[src/csr_defines.svh]
`ifndef CSR_DEFINES_SVH
`define CSR_DEFINES_SVH

// datapath and address widths
`define CSR_XLEN            32
`define CSR_ADDR_W          12

// machine mode register addresses
`define CSR_ADDR_MSTATUS    12'h300
`define CSR_ADDR_MIE        12'h304
`define CSR_ADDR_MTVEC      12'h305
`define CSR_ADDR_MSCRATCH   12'h340
`define CSR_ADDR_MEPC       12'h341
`define CSR_ADDR_MCAUSE     12'h342
`define CSR_ADDR_MTVAL      12'h343
`define CSR_ADDR_MIP        12'h344

// user shadow counters, read only
`define CSR_ADDR_CYCLE      12'hC00
`define CSR_ADDR_CYCLEH     12'hC80
`define CSR_ADDR_INSTRET    12'hC02
`define CSR_ADDR_INSTRETH   12'hC82

// writable bit masks
`define CSR_MSTATUS_MASK    32'h0000_0088
`define CSR_MIE_MASK        32'h0000_0800
`define CSR_MTVEC_MASK      32'hffff_fffc

// bit positions inside mstatus, mie and mip
`define CSR_MSTATUS_MIE_BIT  3
`define CSR_MSTATUS_MPIE_BIT 7
`define CSR_EXT_IRQ_BIT      11

`endif

[src/csr_pkg.sv]
`include "csr_defines.svh"

package csr_pkg;

  //////////////////////////////
  // enums
  //////////////////////////////

  // csr instruction flavour
  typedef enum logic [1:0] {
    CSR_OP_READ  = 2'd0,
    CSR_OP_WRITE = 2'd1,
    CSR_OP_SET   = 2'd2,
    CSR_OP_CLEAR = 2'd3
  } csr_op_e;

  // access controller states
  typedef enum logic [1:0] {
    ST_IDLE   = 2'd0,
    ST_ACCESS = 2'd1,
    ST_DONE   = 2'd2
  } csr_state_e;

  //////////////////////////////
  // structs
  //////////////////////////////

  // request from the core, 46 bits
  typedef struct packed {
    csr_op_e                 op;
    logic [`CSR_ADDR_W-1:0]  addr;
    logic [`CSR_XLEN-1:0]    wdata;
  } csr_req_t;

  // response to the core, 33 bits
  typedef struct packed {
    logic [`CSR_XLEN-1:0]    rdata;
    logic                    illegal;
  } csr_rsp_t;

  // trap entry pulse with its capture values, 97 bits
  typedef struct packed {
    logic                    valid;
    logic [`CSR_XLEN-1:0]    pc;
    logic [`CSR_XLEN-1:0]    cause;
    logic [`CSR_XLEN-1:0]    tval;
  } csr_trap_t;

  // combinational read answer from one part, 33 bits
  typedef struct packed {
    logic                    hit;
    logic [`CSR_XLEN-1:0]    rdata;
  } csr_rport_t;

  // write command into the register file, 45 bits
  typedef struct packed {
    logic                    en;
    logic [`CSR_ADDR_W-1:0]  addr;
    logic [`CSR_XLEN-1:0]    data;
  } csr_wport_t;

endpackage

[src/csr_access_ctrl.sv]
`timescale 1ns/100ps

`include "csr_defines.svh"

module csr_access_ctrl (
  input  logic                   clk_i,
  input  logic                   rst_i,
  input  csr_pkg::csr_req_t      req_i,
  input  logic                   req_valid_i,
  output logic                   ack_o,
  output csr_pkg::csr_rsp_t      rsp_o,
  output logic [`CSR_ADDR_W-1:0] raddr_o,
  input  csr_pkg::csr_rport_t    regfile_rport_i,
  input  csr_pkg::csr_rport_t    counter_rport_i,
  output csr_pkg::csr_wport_t    wport_o
);

  csr_pkg::csr_state_e state_q;
  csr_pkg::csr_state_e state_d;

  logic                 ack_q;
  logic                 illegal_q;
  // old register value that doubles as the response data
  logic [`CSR_XLEN-1:0] old_q;

  logic                 any_hit;
  logic                 ro_space;
  logic                 illegal;
  logic [`CSR_XLEN-1:0] merged_rdata;
  logic [`CSR_XLEN-1:0] new_value;

  // request is held stable until ack so it addresses both parts directly
  assign raddr_o = req_i.addr;

  //////////////////////////////
  // read merge and legality
  //////////////////////////////

  assign any_hit = regfile_rport_i.hit | counter_rport_i.hit;

  // top two address bits both set means read-only space
  assign ro_space = &req_i.addr[`CSR_ADDR_W-1:`CSR_ADDR_W-2];

  assign illegal = !any_hit || (ro_space && (req_i.op != csr_pkg::CSR_OP_READ));

  always_comb begin
    // at most one part claims an address
    if (regfile_rport_i.hit) begin
      merged_rdata = regfile_rport_i.rdata;
    end else if (counter_rport_i.hit) begin
      merged_rdata = counter_rport_i.rdata;
    end else begin
      merged_rdata = '0;
    end
  end

  //////////////////////////////
  // FSM
  //////////////////////////////

  always_comb begin
    state_d = state_q;
    case (state_q)
      csr_pkg::ST_IDLE:   if (req_valid_i) state_d = csr_pkg::ST_ACCESS;
      csr_pkg::ST_ACCESS: state_d = csr_pkg::ST_DONE;
      // wait for the master to drop its request
      csr_pkg::ST_DONE:   if (!req_valid_i) state_d = csr_pkg::ST_IDLE;
      default:            state_d = csr_pkg::ST_IDLE;
    endcase
  end

  always_ff @(posedge clk_i) begin
    if (rst_i) begin
      state_q   <= csr_pkg::ST_IDLE;
      ack_q     <= 1'b0;
      illegal_q <= 1'b0;
      old_q     <= '0;
    end else begin
      state_q <= state_d;
      if (state_q == csr_pkg::ST_IDLE && req_valid_i) begin
        // snapshot read data at the sampling edge
        old_q     <= illegal ? '0 : merged_rdata;
        illegal_q <= illegal;
      end
      if (state_q == csr_pkg::ST_ACCESS) begin
        ack_q <= 1'b1;
      end else if (state_q == csr_pkg::ST_DONE && !req_valid_i) begin
        ack_q <= 1'b0;
      end
    end
  end

  //////////////////////////////
  // read-modify-write
  //////////////////////////////

  always_comb begin
    case (req_i.op)
      csr_pkg::CSR_OP_WRITE: new_value = req_i.wdata;
      csr_pkg::CSR_OP_SET:   new_value = old_q | req_i.wdata;
      csr_pkg::CSR_OP_CLEAR: new_value = old_q & ~req_i.wdata;
      default:               new_value = old_q;
    endcase
  end

  // write lands on the edge that leaves ST_ACCESS
  assign wport_o.en   = (state_q == csr_pkg::ST_ACCESS) && !illegal_q
                      && (req_i.op != csr_pkg::CSR_OP_READ);
  assign wport_o.addr = req_i.addr;
  assign wport_o.data = new_value;

  assign ack_o         = ack_q;
  assign rsp_o.rdata   = old_q;
  assign rsp_o.illegal = illegal_q;

  a_ack_in_done: assert property (@(posedge clk_i) disable iff (rst_i)
    ack_o |-> state_q == csr_pkg::ST_DONE);

  // a write only reaches a register file address outside read-only space
  a_write_legal: assert property (@(posedge clk_i) disable iff (rst_i)
    wport_o.en |-> regfile_rport_i.hit && !ro_space);

endmodule

[src/csr_counters.sv]
`timescale 1ns/100ps

`include "csr_defines.svh"

module csr_counters (
  input  logic                   clk_i,
  input  logic                   rst_i,
  input  logic                   retire_i,
  input  logic [`CSR_ADDR_W-1:0] raddr_i,
  output csr_pkg::csr_rport_t    rport_o
);

  // 64 bit free running counters
  logic [2*`CSR_XLEN-1:0] cycle_q;
  logic [2*`CSR_XLEN-1:0] instret_q;

  //////////////////////////////
  // count
  //////////////////////////////

  always_ff @(posedge clk_i) begin
    if (rst_i) begin
      cycle_q   <= '0;
      instret_q <= '0;
    end else begin
      cycle_q <= cycle_q + 1'b1;
      // core pulses retire once per retired instruction
      if (retire_i) begin
        instret_q <= instret_q + 1'b1;
      end
    end
  end

  //////////////////////////////
  // read-only shadow decode
  //////////////////////////////

  always_comb begin
    rport_o.hit   = 1'b1;
    rport_o.rdata = '0;
    case (raddr_i)
      `CSR_ADDR_CYCLE:    rport_o.rdata = cycle_q[`CSR_XLEN-1:0];
      `CSR_ADDR_CYCLEH:   rport_o.rdata = cycle_q[2*`CSR_XLEN-1:`CSR_XLEN];
      `CSR_ADDR_INSTRET:  rport_o.rdata = instret_q[`CSR_XLEN-1:0];
      `CSR_ADDR_INSTRETH: rport_o.rdata = instret_q[2*`CSR_XLEN-1:`CSR_XLEN];
      default:            rport_o.hit   = 1'b0;
    endcase
  end

  // cycle only moves forward once out of reset
  a_cycle_mono: assert property (@(posedge clk_i) disable iff (rst_i)
    !$past(rst_i) |-> cycle_q > $past(cycle_q));

endmodule

[src/csr_regfile.sv]
`timescale 1ns/100ps

`include "csr_defines.svh"

module csr_regfile (
  input  logic                   clk_i,
  input  logic                   rst_i,
  input  logic [`CSR_ADDR_W-1:0] raddr_i,
  output csr_pkg::csr_rport_t    rport_o,
  input  csr_pkg::csr_wport_t    wport_i,
  input  csr_pkg::csr_trap_t     trap_i,
  input  logic                   mret_i,
  input  logic                   ext_irq_i,
  output logic [`CSR_XLEN-1:0]   handler_addr_o,
  output logic                   irq_pending_o
);

  // machine registers
  logic [`CSR_XLEN-1:0] mtvec_q;
  logic [`CSR_XLEN-1:0] mscratch_q;
  logic [`CSR_XLEN-1:0] mepc_q;
  logic [`CSR_XLEN-1:0] mcause_q;
  logic [`CSR_XLEN-1:0] mtval_q;
  logic [`CSR_XLEN-1:0] mstatus_q;
  logic [`CSR_XLEN-1:0] mie_q;
  logic [`CSR_XLEN-1:0] handler_q;

  // next values
  logic [`CSR_XLEN-1:0] mtvec_d;
  logic [`CSR_XLEN-1:0] mscratch_d;
  logic [`CSR_XLEN-1:0] mepc_d;
  logic [`CSR_XLEN-1:0] mcause_d;
  logic [`CSR_XLEN-1:0] mtval_d;
  logic [`CSR_XLEN-1:0] mstatus_d;
  logic [`CSR_XLEN-1:0] mie_d;

  // mip is not stored, only MEIP mirrors the external line
  logic [`CSR_XLEN-1:0] mip_value;

  always_comb begin
    mip_value = '0;
    mip_value[`CSR_EXT_IRQ_BIT] = ext_irq_i;
  end

  //////////////////////////////
  // read decode
  //////////////////////////////

  always_comb begin
    rport_o.hit   = 1'b1;
    rport_o.rdata = '0;
    case (raddr_i)
      `CSR_ADDR_MSTATUS:  rport_o.rdata = mstatus_q;
      `CSR_ADDR_MIE:      rport_o.rdata = mie_q;
      `CSR_ADDR_MTVEC:    rport_o.rdata = mtvec_q;
      `CSR_ADDR_MSCRATCH: rport_o.rdata = mscratch_q;
      `CSR_ADDR_MEPC:     rport_o.rdata = mepc_q;
      `CSR_ADDR_MCAUSE:   rport_o.rdata = mcause_q;
      `CSR_ADDR_MTVAL:    rport_o.rdata = mtval_q;
      `CSR_ADDR_MIP:      rport_o.rdata = mip_value;
      // not ours, the controller decides legality
      default:            rport_o.hit   = 1'b0;
    endcase
  end

  //////////////////////////////
  // write, trap and mret
  //////////////////////////////

  always_comb begin
    mtvec_d    = mtvec_q;
    mscratch_d = mscratch_q;
    mepc_d     = mepc_q;
    mcause_d   = mcause_q;
    mtval_d    = mtval_q;
    mstatus_d  = mstatus_q;
    mie_d      = mie_q;
    if (trap_i.valid) begin
      // trap entry beats any write in the same cycle
      mepc_d   = trap_i.pc;
      mcause_d = trap_i.cause;
      mtval_d  = trap_i.tval;
      // stash MIE into MPIE and mask interrupts in the handler
      mstatus_d[`CSR_MSTATUS_MPIE_BIT] = mstatus_q[`CSR_MSTATUS_MIE_BIT];
      mstatus_d[`CSR_MSTATUS_MIE_BIT]  = 1'b0;
    end else begin
      if (wport_i.en) begin
        case (wport_i.addr)
          `CSR_ADDR_MSTATUS:  mstatus_d  = wport_i.data & `CSR_MSTATUS_MASK;
          `CSR_ADDR_MIE:      mie_d      = wport_i.data & `CSR_MIE_MASK;
          // handler base is word aligned, direct mode only
          `CSR_ADDR_MTVEC:    mtvec_d    = wport_i.data & `CSR_MTVEC_MASK;
          `CSR_ADDR_MSCRATCH: mscratch_d = wport_i.data;
          `CSR_ADDR_MEPC:     mepc_d     = wport_i.data;
          `CSR_ADDR_MCAUSE:   mcause_d   = wport_i.data;
          `CSR_ADDR_MTVAL:    mtval_d    = wport_i.data;
          // mip and anything else drop the write
          default: ;
        endcase
      end
      if (mret_i) begin
        // leave the handler, restore MIE and arm MPIE
        mstatus_d[`CSR_MSTATUS_MIE_BIT]  = mstatus_q[`CSR_MSTATUS_MPIE_BIT];
        mstatus_d[`CSR_MSTATUS_MPIE_BIT] = 1'b1;
      end
    end
  end

  always_ff @(posedge clk_i) begin
    if (rst_i) begin
      mtvec_q    <= '0;
      mscratch_q <= '0;
      mepc_q     <= '0;
      mcause_q   <= '0;
      mtval_q    <= '0;
      mstatus_q  <= '0;
      mie_q      <= '0;
      handler_q  <= '0;
    end else begin
      mtvec_q    <= mtvec_d;
      mscratch_q <= mscratch_d;
      mepc_q     <= mepc_d;
      mcause_q   <= mcause_d;
      mtval_q    <= mtval_d;
      mstatus_q  <= mstatus_d;
      mie_q      <= mie_d;
      // handler address trails mtvec by one edge
      handler_q  <= mtvec_q;
    end
  end

  assign handler_addr_o = handler_q;

  // external interrupt gated by MEIE and the global MIE
  assign irq_pending_o = ext_irq_i & mie_q[`CSR_EXT_IRQ_BIT]
                       & mstatus_q[`CSR_MSTATUS_MIE_BIT];

  // the core never enters and leaves a trap in one cycle
  a_trap_mret_excl: assert property (@(posedge clk_i) disable iff (rst_i)
    !(trap_i.valid && mret_i));

endmodule

[src/csr_unit_top.sv]
`timescale 1ns/100ps

`include "csr_defines.svh"

module csr_unit_top (
  input  logic                 clk_i,
  input  logic                 rst_i,
  input  csr_pkg::csr_req_t    csr_req_i,
  input  logic                 csr_req_valid_i,
  output logic                 csr_ack_o,
  output csr_pkg::csr_rsp_t    csr_rsp_o,
  input  csr_pkg::csr_trap_t   trap_i,
  input  logic                 mret_i,
  input  logic                 retire_i,
  input  logic                 ext_irq_i,
  output logic [`CSR_XLEN-1:0] handler_addr_o,
  output logic                 irq_pending_o
);

  // shared read address and per part answers
  logic [`CSR_ADDR_W-1:0] raddr;
  csr_pkg::csr_rport_t    regfile_rport;
  csr_pkg::csr_rport_t    counter_rport;
  csr_pkg::csr_wport_t    wport;

  csr_access_ctrl csr_access_ctrl_inst (
    .clk_i           (clk_i),
    .rst_i           (rst_i),
    .req_i           (csr_req_i),
    .req_valid_i     (csr_req_valid_i),
    .ack_o           (csr_ack_o),
    .rsp_o           (csr_rsp_o),
    .raddr_o         (raddr),
    .regfile_rport_i (regfile_rport),
    .counter_rport_i (counter_rport),
    .wport_o         (wport)
  );

  csr_regfile csr_regfile_inst (
    .clk_i          (clk_i),
    .rst_i          (rst_i),
    .raddr_i        (raddr),
    .rport_o        (regfile_rport),
    .wport_i        (wport),
    .trap_i         (trap_i),
    .mret_i         (mret_i),
    .ext_irq_i      (ext_irq_i),
    .handler_addr_o (handler_addr_o),
    .irq_pending_o  (irq_pending_o)
  );

  // counters only see reads, never the write port
  csr_counters csr_counters_inst (
    .clk_i    (clk_i),
    .rst_i    (rst_i),
    .retire_i (retire_i),
    .raddr_i  (raddr),
    .rport_o  (counter_rport)
  );

endmodule

[config.mk]
export PLATFORM = sky130hd
export DESIGN_NAME = csr_unit_top
export DESIGN_NICKNAME = d
export VERILOG_FILES = /design/src/csr_pkg.sv /design/src/csr_access_ctrl.sv /design/src/csr_counters.sv /design/src/csr_regfile.sv /design/src/csr_unit_top.sv
export VERILOG_INCLUDE_DIRS = /design/src
export SDC_FILE = /design/constraint.sdc
export NUM_CORES = 1
export LEC_CHECK = 0
export BUFFER_PORTS_ARGS = -buffer_cell sky130_fd_sc_hd__buf_2
export CAP_MARGIN = 30
export CORE_MARGIN = 2
export CORE_UTILIZATION = 50
export CTS_CLUSTER_SIZE = 12
export DETAILED_ROUTE_END_ITERATION = 16
export HOLD_SLACK_MARGIN = 0.08
export PLACE_DENSITY_LB_ADDON = 0.3
export SKIP_CTS_REPAIR_TIMING = 1
export SLEW_MARGIN = 10
export SYNTH_ARGS = -nofsm -noshare
export SYNTH_HDL_FRONTEND = slang
export SYNTH_HIERARCHICAL = 1
export SYNTH_SLANG_ARGS = --single-unit
[constraint.sdc]
create_clock -name clk_i -period 5.5 [get_ports clk_i]
set_input_delay 1.1 -clock clk_i [delete_from_list [all_inputs] [get_ports clk_i]]
set_output_delay 1.1 -clock clk_i [all_outputs]
set_load 0.1 [all_outputs]
==> impl_metrics.json, run 1 <==
{
  "synth_xor_area_share_pct": 3.19,
  "die_x_um": 199,
  "synthMuxAreaShare_pct": 9.92,
  "grt_antenna_before_repair": 0,
  "crit_arrival_ns": 3.68,
  "period_minus_slack_ns": 3.20,
  "die_y_um": 199,
  "rsz0062_at_grt": "no",
  "drv_slew": 0,
  "vias_per_cell": 6.04,
  "worstSkewPairLatency_ns": 0.57,
  "detail-route-antenna-nets": 0,
  "fin_crit_sh_pct": 58.1,
  "pwr_density_cell_mw_per_mm2": 271,
  "cp_slowest_cell": "nand4_4",
  "grt_max_degree": 180,
  "p_total_uw": 5780,
  "status": "complete, no violations",
  "p_seq_share_pct": 46.0,
  "tns_ns": 0,
  "end_kind": "flip-flop",
  "min-delay-start": "csr_regfile_inst/mscratch_q[19]$_SDFFE_PP0P_",
  "portBuffers": 213,
  "cts_root_buf": "clkbuf_16",
  "n_antenna_cell": 0,
  "synth_adder_area_share_pct": 0.132,
  "ir_drop_uv": 231,
  "hold_viol_final": 0,
  "syn_to_final_growth_pct": 12.5,
  "p_leak_uw": 0.00750,
  "avgSynthCellArea_sq_um": 8.83,
  "first_pass_iters": 5,
  "vias": 16803,
  "htree_num_levels": 2,
  "fin_nets": 2390,
  "cts_buffer_depth": 3,
  "grt_pass1_wl_um": 86100,
  "p_int_uw": 4340,
  "synth-seq-cells": 355,
  "grt_pass1_vias": 15443,
  "skew_ns": 0.0155,
  "ys.flop_type": "dfxtp_1",
  "dpl.hpwl_um": 39300,
  "hold_path_class": "reg -> reg",
  "synth_cell_types": 73,
  "path_clk_slew_ns": 0.06,
  "synthArstFlopShare_pct": 0,
  "cp-start-kind": "primary input",
  "die_area_sq_mm": 0.0394,
  "synth_edf_count": 0,
  "drive_above_1_share_pct": 21.6,
  "finalWirelength_um": 55600,
  "cts_tree": "done",
  "cp_max_fo": 34,
  "synth_warnings": 6,
  "drc": 0,
  "fill_cells": 3327,
  "path_cells": "buf_2 > nor2_1 > nor3_1 > and4b_1 > nand4_4 > mux2_1 > nor3_2",
  "relSlewSlack_pct": 33.0,
  "max_freq_mhz": 313,
  "track_usage_pct": 27.6,
  "crit_type": "in -> reg",
  "syn-cell-area_sq_mm": 0.0189,
  "synth-simple-area-share_pct": 29.5,
  "r2r_start": "csr_counters_inst/instret_q[6]$_SDFFE_PP0P_",
  "clock_power_share_pct": 45.3,
  "gp_congestion": 0.915,
  "start_util_pct": 50.5,
  "critical_path.max_stage_delay_ns": 0.75,
  "ioPinCount": 216,
  "cp.required_ns": 5.98,
  "wl_per_cell_um": 20.0,
  "maxCapViolations": 0,
  "synth_top_family_by_area": "simple AND/OR/NAND/NOR gates",
  "max_slew.worst_pin.slew_ns": 1.00,
  "cp-startpoint": "csr_req_i[45]",
  "p_switching_uw": 1440,
  "globalRouteOverflowTotal": 0,
  "ys_seq_area_share_pct": 37.5,
  "synth_compound_area_share_pct": 14.3,
  "pwr-share-comb_pct": 8.7,
  "cts_sinks": 355,
  "drtIter0Drc": 1599,
  "core-area_sq_mm": 0.0375,
  "switching_share_pct": 24.9,
  "cts_buffers": 40,
  "rows": 71,
  "setup_viol": 0,
  "syn-instance-count": 2144
}
## cells in the mapped netlist (14+ instances only)
cell	number	area, sq um
nand2_1	182	683
o2bb2ai_2	30	450
buf_2	31	155
or4_1	15	113
dfxtp_1	355	7110
nand3_1	54	270
nor2b_1	163	1020
o21ai_1	23	115
buf_4	35	263
nor3_1	78	390
mux2_1	32	360
nor2_1	213	800
or3_1	49	307
mux4_2	32	721
xor2_1	45	394
mux2_2	39	439
a22o_1	32	280
a221o_1	30	300
mux2_4	20	300
nor4_1	57	357
clkbuf_1	105	394
nor3b_1	36	270
inv_1	14	52.6
nand4_1	58	363
xnor2_1	22	193
o21ai_0	54	270
nor3_2	34	340
a21oi_1	124	621
a22oi_1	63	473
## power groups by stage
stage                     logic, uW  clock network (uW)  registers (uW)
after floorplan                 357                   0            2710
after global placement          480                   0            2710
after detailed placement        493                   0            2720
after CTS                       496                2670            2660
after global routing            542                2770            2670
final                           503                2620            2660
## metal layers
metal	part of all wire [%]	track usage, %	vias to the layer above
li1	-	-	7928
met1	43	38.2	8041
met2	45	43.4	727
met3	8.6	4.54	107
met4	3.3	10.1	0
met5	0	0	-
## cell usage in the layout, fill, tap and decap left out, drive strengths merged, types with 33 or more instances in the layout
master / count
clkbuf: 63
xor2: 46
o21ai: 78
nor3: 112
mux4: 33
nand2: 183
a22oi: 63
or3: 49
nand4: 66
nor4: 62
mux2: 91
a21oi: 124
nor2: 215
dfxtp: 355
nand3: 55
nor2b: 163
nor3b: 37
buf: 239
## worst paths after layout
check,end,cells past startpoint,slack (ns)
worst max-delay path,csr_regfile_inst/mtval_q[25]$_SDFFE_PP0P_,7,2.30
worst min-delay path,csr_regfile_inst/mscratch_q[19]$_SDFFE_PP0P_,2,0.45
worst max register to register,csr_counters_inst/instret_q[51]$_SDFFE_PP0P_,5,2.47
worst min register to register,csr_regfile_inst/mscratch_q[19]$_SDFFE_PP0P_,2,0.45
## worst max-delay path: cells and delay by family
| family | cells | cell delay [ns] |
|---|---|---|
| and+or+nand+nor | 5 | 1.82 |
| muxes | 1 | 0.60 |
| buffers and inverters | 1 | 0.12 |
## final cells by class
class,count,area (sq um),share of cell area (%)
Multi-Input combinational cell,1586,10800,50.9
Sequential cell,355,7110,33.4
Timing Repair Buffer,241,1370,6.45
Clock buffer,61,1160,5.45
Inverter,15,56.3,0.264
Tap cell,511,639,3.00
Clock inverter,12,115,0.541
## state kept, by name, indices dropped and copies added, names as in the netlist
register	count
csr_counters_inst/instret_q	64
csr_access_ctrl_inst/state_q	2
csr_counters_inst/cycle_q	64
csr_regfile_inst/handler_addr_o	30
csr_regfile_inst/mstatus_q	2
csr_access_ctrl_inst/old_q	32
csr_access_ctrl_inst/illegal_q	1
csr_access_ctrl_inst/ack_o	1
csr_regfile_inst/mie_q	1
csr_regfile_inst/mtval_q	32
csr_regfile_inst/mscratch_q	32
csr_regfile_inst/mcause_q	32
csr_regfile_inst/mtvec_q	30
csr_regfile_inst/mepc_q	32
## per-stage QoR
stage / setup WS (ns) / hold slack, ns / cell area [sq um] / util (%) / std cells
6_report: 2.30 / 0.451 / 21300 / 56.8 / 2781
5_1_grt: 2.15 / 0.470 / 21300 / 56.8 / 2781
4_1_cts: 2.35 / 0.453 / 21300 / 56.7 / 2778
3_5_place_dp: 1.75 / 0.446 / 20000 / 53.3 / 2705
3_3_place_gp: 1.83 / 0.436 / 19900 / 53.1 / 2702
2_1_floorplan: 2.46 / 0.429 / 18900 / - / 2145
## cell families (layout without fill, tap and decap cells)
family,count (synthesis),after routing
DFF,355,355
buffers and inverters,204,329
xor gates and xnor gates,68,68
AOI/OAI and AO/OA,381,381
other,1,2
adders and majority gates,2,2
muxes,127,127
and+or+nand+nor,1006,1006
Power figures use the tool's default switching activity.
==> run 2: changes to the inputs <==
==> constraint.sdc (replaced) <==
create_clock -name clk_i -period 2.7 [get_ports clk_i]
set_input_delay 0.54 -clock clk_i [delete_from_list [all_inputs] [get_ports clk_i]]
set_output_delay 0.54 -clock clk_i [all_outputs]
set_load 0.1 [all_outputs]
==> run 2 against run 1 <==
Net effect: sequential share of layout area shrank 0.90 points; non-clock buffer count grew 51; clock power grew 110%; largest cell class unchanged; flip-flop and latch count is the same.
==> impl_metrics.json, run 2 (same netlist as run 1, synthesis figures left out) <==
{
  "core-area_sq_mm": 0.0375,
  "grt_max_degree": 144,
  "detail-route-antenna-nets": 0,
  "status": "complete, no violations",
  "p_leak_uw": 0.00784,
  "cp_num_buf_inv": 1,
  "die_y_um": 199,
  "cts_root_buf": "clkbuf_16",
  "numPlacedInstances": 2759,
  "layout_common_cells": "dfxtp_1 (355), nor2_1 (211), buf_2 (211), nand2_1 (182), nor2b_1 (162)",
  "cp_max_fo": 10,
  "cts_buffer_depth": 3,
  "cp.required_ns": 3.16,
  "grt_pass1_wl_um": 89700,
  "cts_tree": "done",
  "cts_buffers": 40,
  "rows": 71,
  "pwr_density_cell_mw_per_mm2": 546,
  "ioPinCount": 216,
  "fin_crit_sh_pct": 91.3,
  "path_cells": "nand4_1 > nor4bb_2 > buf_4 > nand2_1 > or4_1 > a21oi_1",
  "dpl.hpwl_um": 41200,
  "fin_nets": 2441,
  "critical_path.max_stage_delay_ns": 0.53,
  "final_cells": 2830,
  "cts_sinks": 355,
  "drc": 0,
  "htree_num_levels": 2,
  "hold_path_class": "in -> reg",
  "first_pass_iters": 6,
  "track_usage_pct": 28.6,
  "syn_to_final_growth_pct": 15.6,
  "vias_per_cell": 6.07,
  "final_common_cell": "dfxtp_1",
  "cp_slowest_cell": "or4_1",
  "grt_pass1_vias": 16264,
  "crit_type": "reg -> reg",
  "setup_viol": 0,
  "rsz0062_at_grt": "no",
  "path_clk_slew_ns": 0.06,
  "wl_per_cell_um": 20.3,
  "max_freq_mhz": 406,
  "vias": 17176,
  "end_kind": "flip-flop",
  "path_delay_family": "simple AND/OR/NAND/NOR gates",
  "start_util_pct": 50.5,
  "n_antenna_cell": 0,
  "globalRouteOverflowTotal": 0,
  "die_area_sq_mm": 0.0394,
  "portBuffers": 213,
  "finalWirelength_um": 57500,
  "die_x_um": 199,
  "maxCapViolations": 0,
  "crit_arrival_ns": 2.93,
  "gp_congestion": 0.946,
  "grt_antenna_before_repair": 1,
  "worstSkewPairLatency_ns": 0.56,
  "period_minus_slack_ns": 2.47,
  "skew_ns": 0.0254,
  "hold_viol_final": 0,
  "hold_ws_ns": 0.216,
  "cp-start-kind": "flip-flop",
  "max_slew.worst_pin.slew_ns": 0.721,
  "relSlewSlack_pct": 52.0,
  "drtIter0Drc": 1677,
  "ir_drop_uv": 382,
  "drive_above_1_share_pct": 23.5,
  "top_regs": "csr_counters_inst/cycle_q (64), csr_counters_inst/instret_q (64)",
  "tns_ns": 0,
  "drv_slew": 0
}
run 2: cell count changes in the layout (fill, tap and decap cells not counted), moves of 2 or more:
cell,before,now
clkbuf_2,2,0
buf_12,2,19
clkbuf_1,13,9
clkbuf_8,8,11
buf_4,21,59
buf_16,3,0
clkinv_2,8,6
run 2: final cells by class:
class / count / area (sq um)
flip-flops and latches: 355 / 7110
multi-input cells: 1586 / 10800
inverters: 15 / 56.3
clock buffers: 61 / 1210
fillers: 3325 / 15600
repair buffers: 292 / 1920
clock inverters: 10 / 108
well taps: 511 / 639
run 2: final timing paths:
check	from	to	slack (ns)	cells past startpoint
worst max-delay path	csr_counters_inst/instret_q[16]$_SDFFE_PP0P_	csr_counters_inst/instret_q[47]$_SDFFE_PP0P_	0.23	6
worst min-delay path	trap_i[61]	csr_regfile_inst/mcause_q[29]$_SDFFE_PP0P_	0.22	3
worst max register to register	csr_counters_inst/instret_q[16]$_SDFFE_PP0P_	csr_counters_inst/instret_q[47]$_SDFFE_PP0P_	0.23	6
worst min register to register	csr_regfile_inst/mscratch_q[9]$_SDFFE_PP0P_	csr_regfile_inst/mscratch_q[9]$_SDFFE_PP0P_	0.45	2
run 2: per-layer routing:
layer	track usage, %	share of wire [%]	vias to the layer above
met1	39.2	42	8213
met3	3.88	8.5	142
met4	11.0	3.9	2
met5	0	0.033	-
met2	45.6	45	801
li1	-	-	8018
run 2: report_power, final:
part | total [uW] | internal (uW) | leakage, uW | switching, uW
combinational | 1060 | 426 | 0.00431 | 632
sequential | 5420 | 5350 | 0.00289 | 70.7
clock | 5470 | 3210 | 0.000652 | 2260
total | 11900 | 8980 | 0.00784 | 2960
run 2: metrics by stage:
| stage | power, uW | worst slack (ns) | instance area [sq um] | util, % |
|---|---|---|---|---|
| after floorplan | 6250 | 0.223 | 18900 | - |
| after global placement | 6540 | 0.000989 | 20600 | 54.8 |
| after detailed placement | 6570 | 0.0241 | 20600 | 54.9 |
| after CTS | 12000 | 0.221 | 21900 | 58.4 |
| after global routing | 12300 | 0.0263 | 21900 | 58.4 |
| final | 11900 | 0.234 | 21900 | 58.4 |
run 2: worst register-to-register path, stage by stage (launching register included):
cell and delay [ns]:
dfxtp_1 0.48, nand4_1 0.28, nor4bb_2 0.45, buf_4 0.25, nand2_1 0.23, or4_1 0.53, a21oi_1 0.16
==> run 3: changes to the inputs <==
--- a/config.mk
+++ b/config.mk
@@ -8,7 +8,8 @@
 export LEC_CHECK = 0
 export BUFFER_PORTS_ARGS = -buffer_cell sky130_fd_sc_hd__buf_2
 export CAP_MARGIN = 30
-export CORE_MARGIN = 2
+export CORE_ASPECT_RATIO = 1.2
+export CORE_MARGIN = 10
 export CORE_UTILIZATION = 50
 export CTS_CLUSTER_SIZE = 12
 export DETAILED_ROUTE_END_ITERATION = 16
==> run 3 against run 2 <==
Net effect: core utilization fell by 0.51 points; global-route usage is 2.9 points lower; clock power decreased by 3%; first-iteration DRC count increased by 6.1%; via count up 0.28%; wire length increased by 6.6%; largest cell class unchanged.
==> impl_metrics.json, run 3 (same netlist as run 1, synthesis figures left out) <==
{
  "status": "complete, no violations",
  "fin_crit_sh_pct": 93.3,
  "start_util_pct": 50.4,
  "gp_congestion": 0.965,
  "pwr_density_cell_mw_per_mm2": 543,
  "end_kind": "flip-flop",
  "cts_sinks": 355,
  "worstSkewPairLatency_ns": 0.55,
  "cts_tree": "done",
  "core-area_sq_mm": 0.0376,
  "syn_to_final_growth_pct": 14.9,
  "ir_drop_uv": 407,
  "final_cells": 2799,
  "period_minus_slack_ns": 2.52,
  "die_x_um": 198,
  "wl_per_cell_um": 21.9,
  "relSlewSlack_pct": 45.5,
  "finalWorstSetupSlack_ns": 0.180,
  "hold_path_class": "in -> reg",
  "dpl.hpwl_um": 44300,
  "fin_nets": 2441,
  "cts_buffers": 39,
  "drc": 0,
  "p_leak_uw": 0.00780,
  "vias": 17224,
  "portBuffers": 213,
  "htree_num_levels": 2,
  "ioPinCount": 216,
  "final_common_cell": "dfxtp_1",
  "die_area_sq_mm": 0.0461,
  "numPlacedInstances": 2729,
  "setup_viol": 0,
  "cts_root_buf": "clkbuf_16",
  "cp_max_fo": 8,
  "grt_pass1_vias": 16845,
  "finalWirelength_um": 61200,
  "layout_common_cells": "dfxtp_1 (355), nor2_1 (211), buf_2 (211), nand2_1 (182), nor2b_1 (162)",
  "grt_pass1_wl_um": 95100,
  "first_pass_iters": 7,
  "hold_viol_final": 0,
  "max_slew.worst_pin.slew_ns": 0.816,
  "crit_type": "reg -> reg",
  "path_clk_slew_ns": 0.06,
  "cp_common_cell": "buf_4",
  "grt_antenna_before_repair": 3,
  "rows": 78,
  "vias_per_cell": 6.15,
  "crit_arrival_ns": 2.99,
  "detail-route-antenna-nets": 0,
  "critical_path.max_stage_delay_ns": 0.49,
  "post-place-ws_ns": -0.115,
  "skew_ns": 0.0130,
  "cp_slowest_cell": "dfxtp_1",
  "cp-start-kind": "flip-flop",
  "rsz0062_at_grt": "no",
  "cts_buffer_depth": 3,
  "drtIter0Drc": 1779,
  "cp.required_ns": 3.17,
  "grt_max_degree": 110,
  "globalRouteOverflowTotal": 0,
  "track_usage_pct": 25.6,
  "top_regs": "csr_counters_inst/cycle_q (64), csr_counters_inst/instret_q (64)",
  "drv_slew": 0,
  "maxCapViolations": 0,
  "path_cells": "and4_1 > nor4bb_2 > buf_4 > buf_4 > nand4_1 > or3_1 > a21oi_1",
  "die_y_um": 233,
  "max_freq_mhz": 397,
  "drive_above_1_share_pct": 23.4
}
run 3: cell types whose count changed in the layout (fill, tap and decap cells not counted):
cell / delta
clkinv_2: -1
buf_12: -4
clkinv_8: +1
clkbuf_16: -1
buf_4: +6
clkbuf_8: -1
buf_8: -1
diode_2: +2
inv_6: +1
inv_16: -2
run 3: layout make-up:
type	instances	area, sq um
Clock buffer	59	1170
Clock inverter	9	87.6
Timing Repair Buffer	293	1870
Fill cell	3273	15800
Tap cell	480	601
Multi-Input combinational cell	1586	10800
Inverter	15	56.3
Antenna cell	2	5.00
Sequential cell	355	7110
run 3: worst paths after layout:
check	from	to	slack [ns]	cells after the start
setup reg to reg	csr_counters_inst/instret_q[20]$_SDFFE_PP0P_	csr_counters_inst/instret_q[50]$_SDFFE_PP0P_	0.18	7
hold reg to reg	csr_regfile_inst/mscratch_q[23]$_SDFFE_PP0P_	csr_regfile_inst/mscratch_q[23]$_SDFFE_PP0P_	0.45	2
setup / recovery	csr_counters_inst/instret_q[20]$_SDFFE_PP0P_	csr_counters_inst/instret_q[50]$_SDFFE_PP0P_	0.18	7
hold / removal	trap_i[28]	csr_regfile_inst/mtval_q[28]$_SDFFE_PP0P_	0.23	3
run 3: worst max-delay path, delay by kind of cell (launching register included):
| kind | cells | cell delay, ns |
|---|---|---|
| buffers and inverters | 2 | 0.37 |
| AOI/OAI and AO/OA | 1 | 0.15 |
| DFF | 1 | 0.49 |
| and+or+nand+nor | 4 | 1.44 |
run 3: stage by stage:
stage	power, uW	cell area (sq um)	TNS (ns)	hold slack, ns	utilization, %
after global routing	12200	21700	0	0.226	57.9
after CTS	11900	21700	0	0.213	57.9
after floorplan	6250	18900	0	0.429	-
after global placement	6560	20500	-1.63	0.437	54.5
final	11800	21700	0	0.229	57.9
after detailed placement	6580	20500	-2.66	0.443	54.5
run 3: per-layer routing:
layer | track usage [%] | vias to the layer above | share of wire [%]
met1 | 32.8 | 8306 | 41
li1 | - | 8033 | -
met3 | 4.06 | 133 | 8.0
met2 | 42.1 | 752 | 47
met5 | 0 | - | 0
met4 | 11.2 | 0 | 4.0
run 3: report_power, final:
part / internal (uW) / switching (uW)
sequential: 5350 / 72.8
clock: 3090 / 2230
combinational: 433 / 633
total: 8880 / 2940
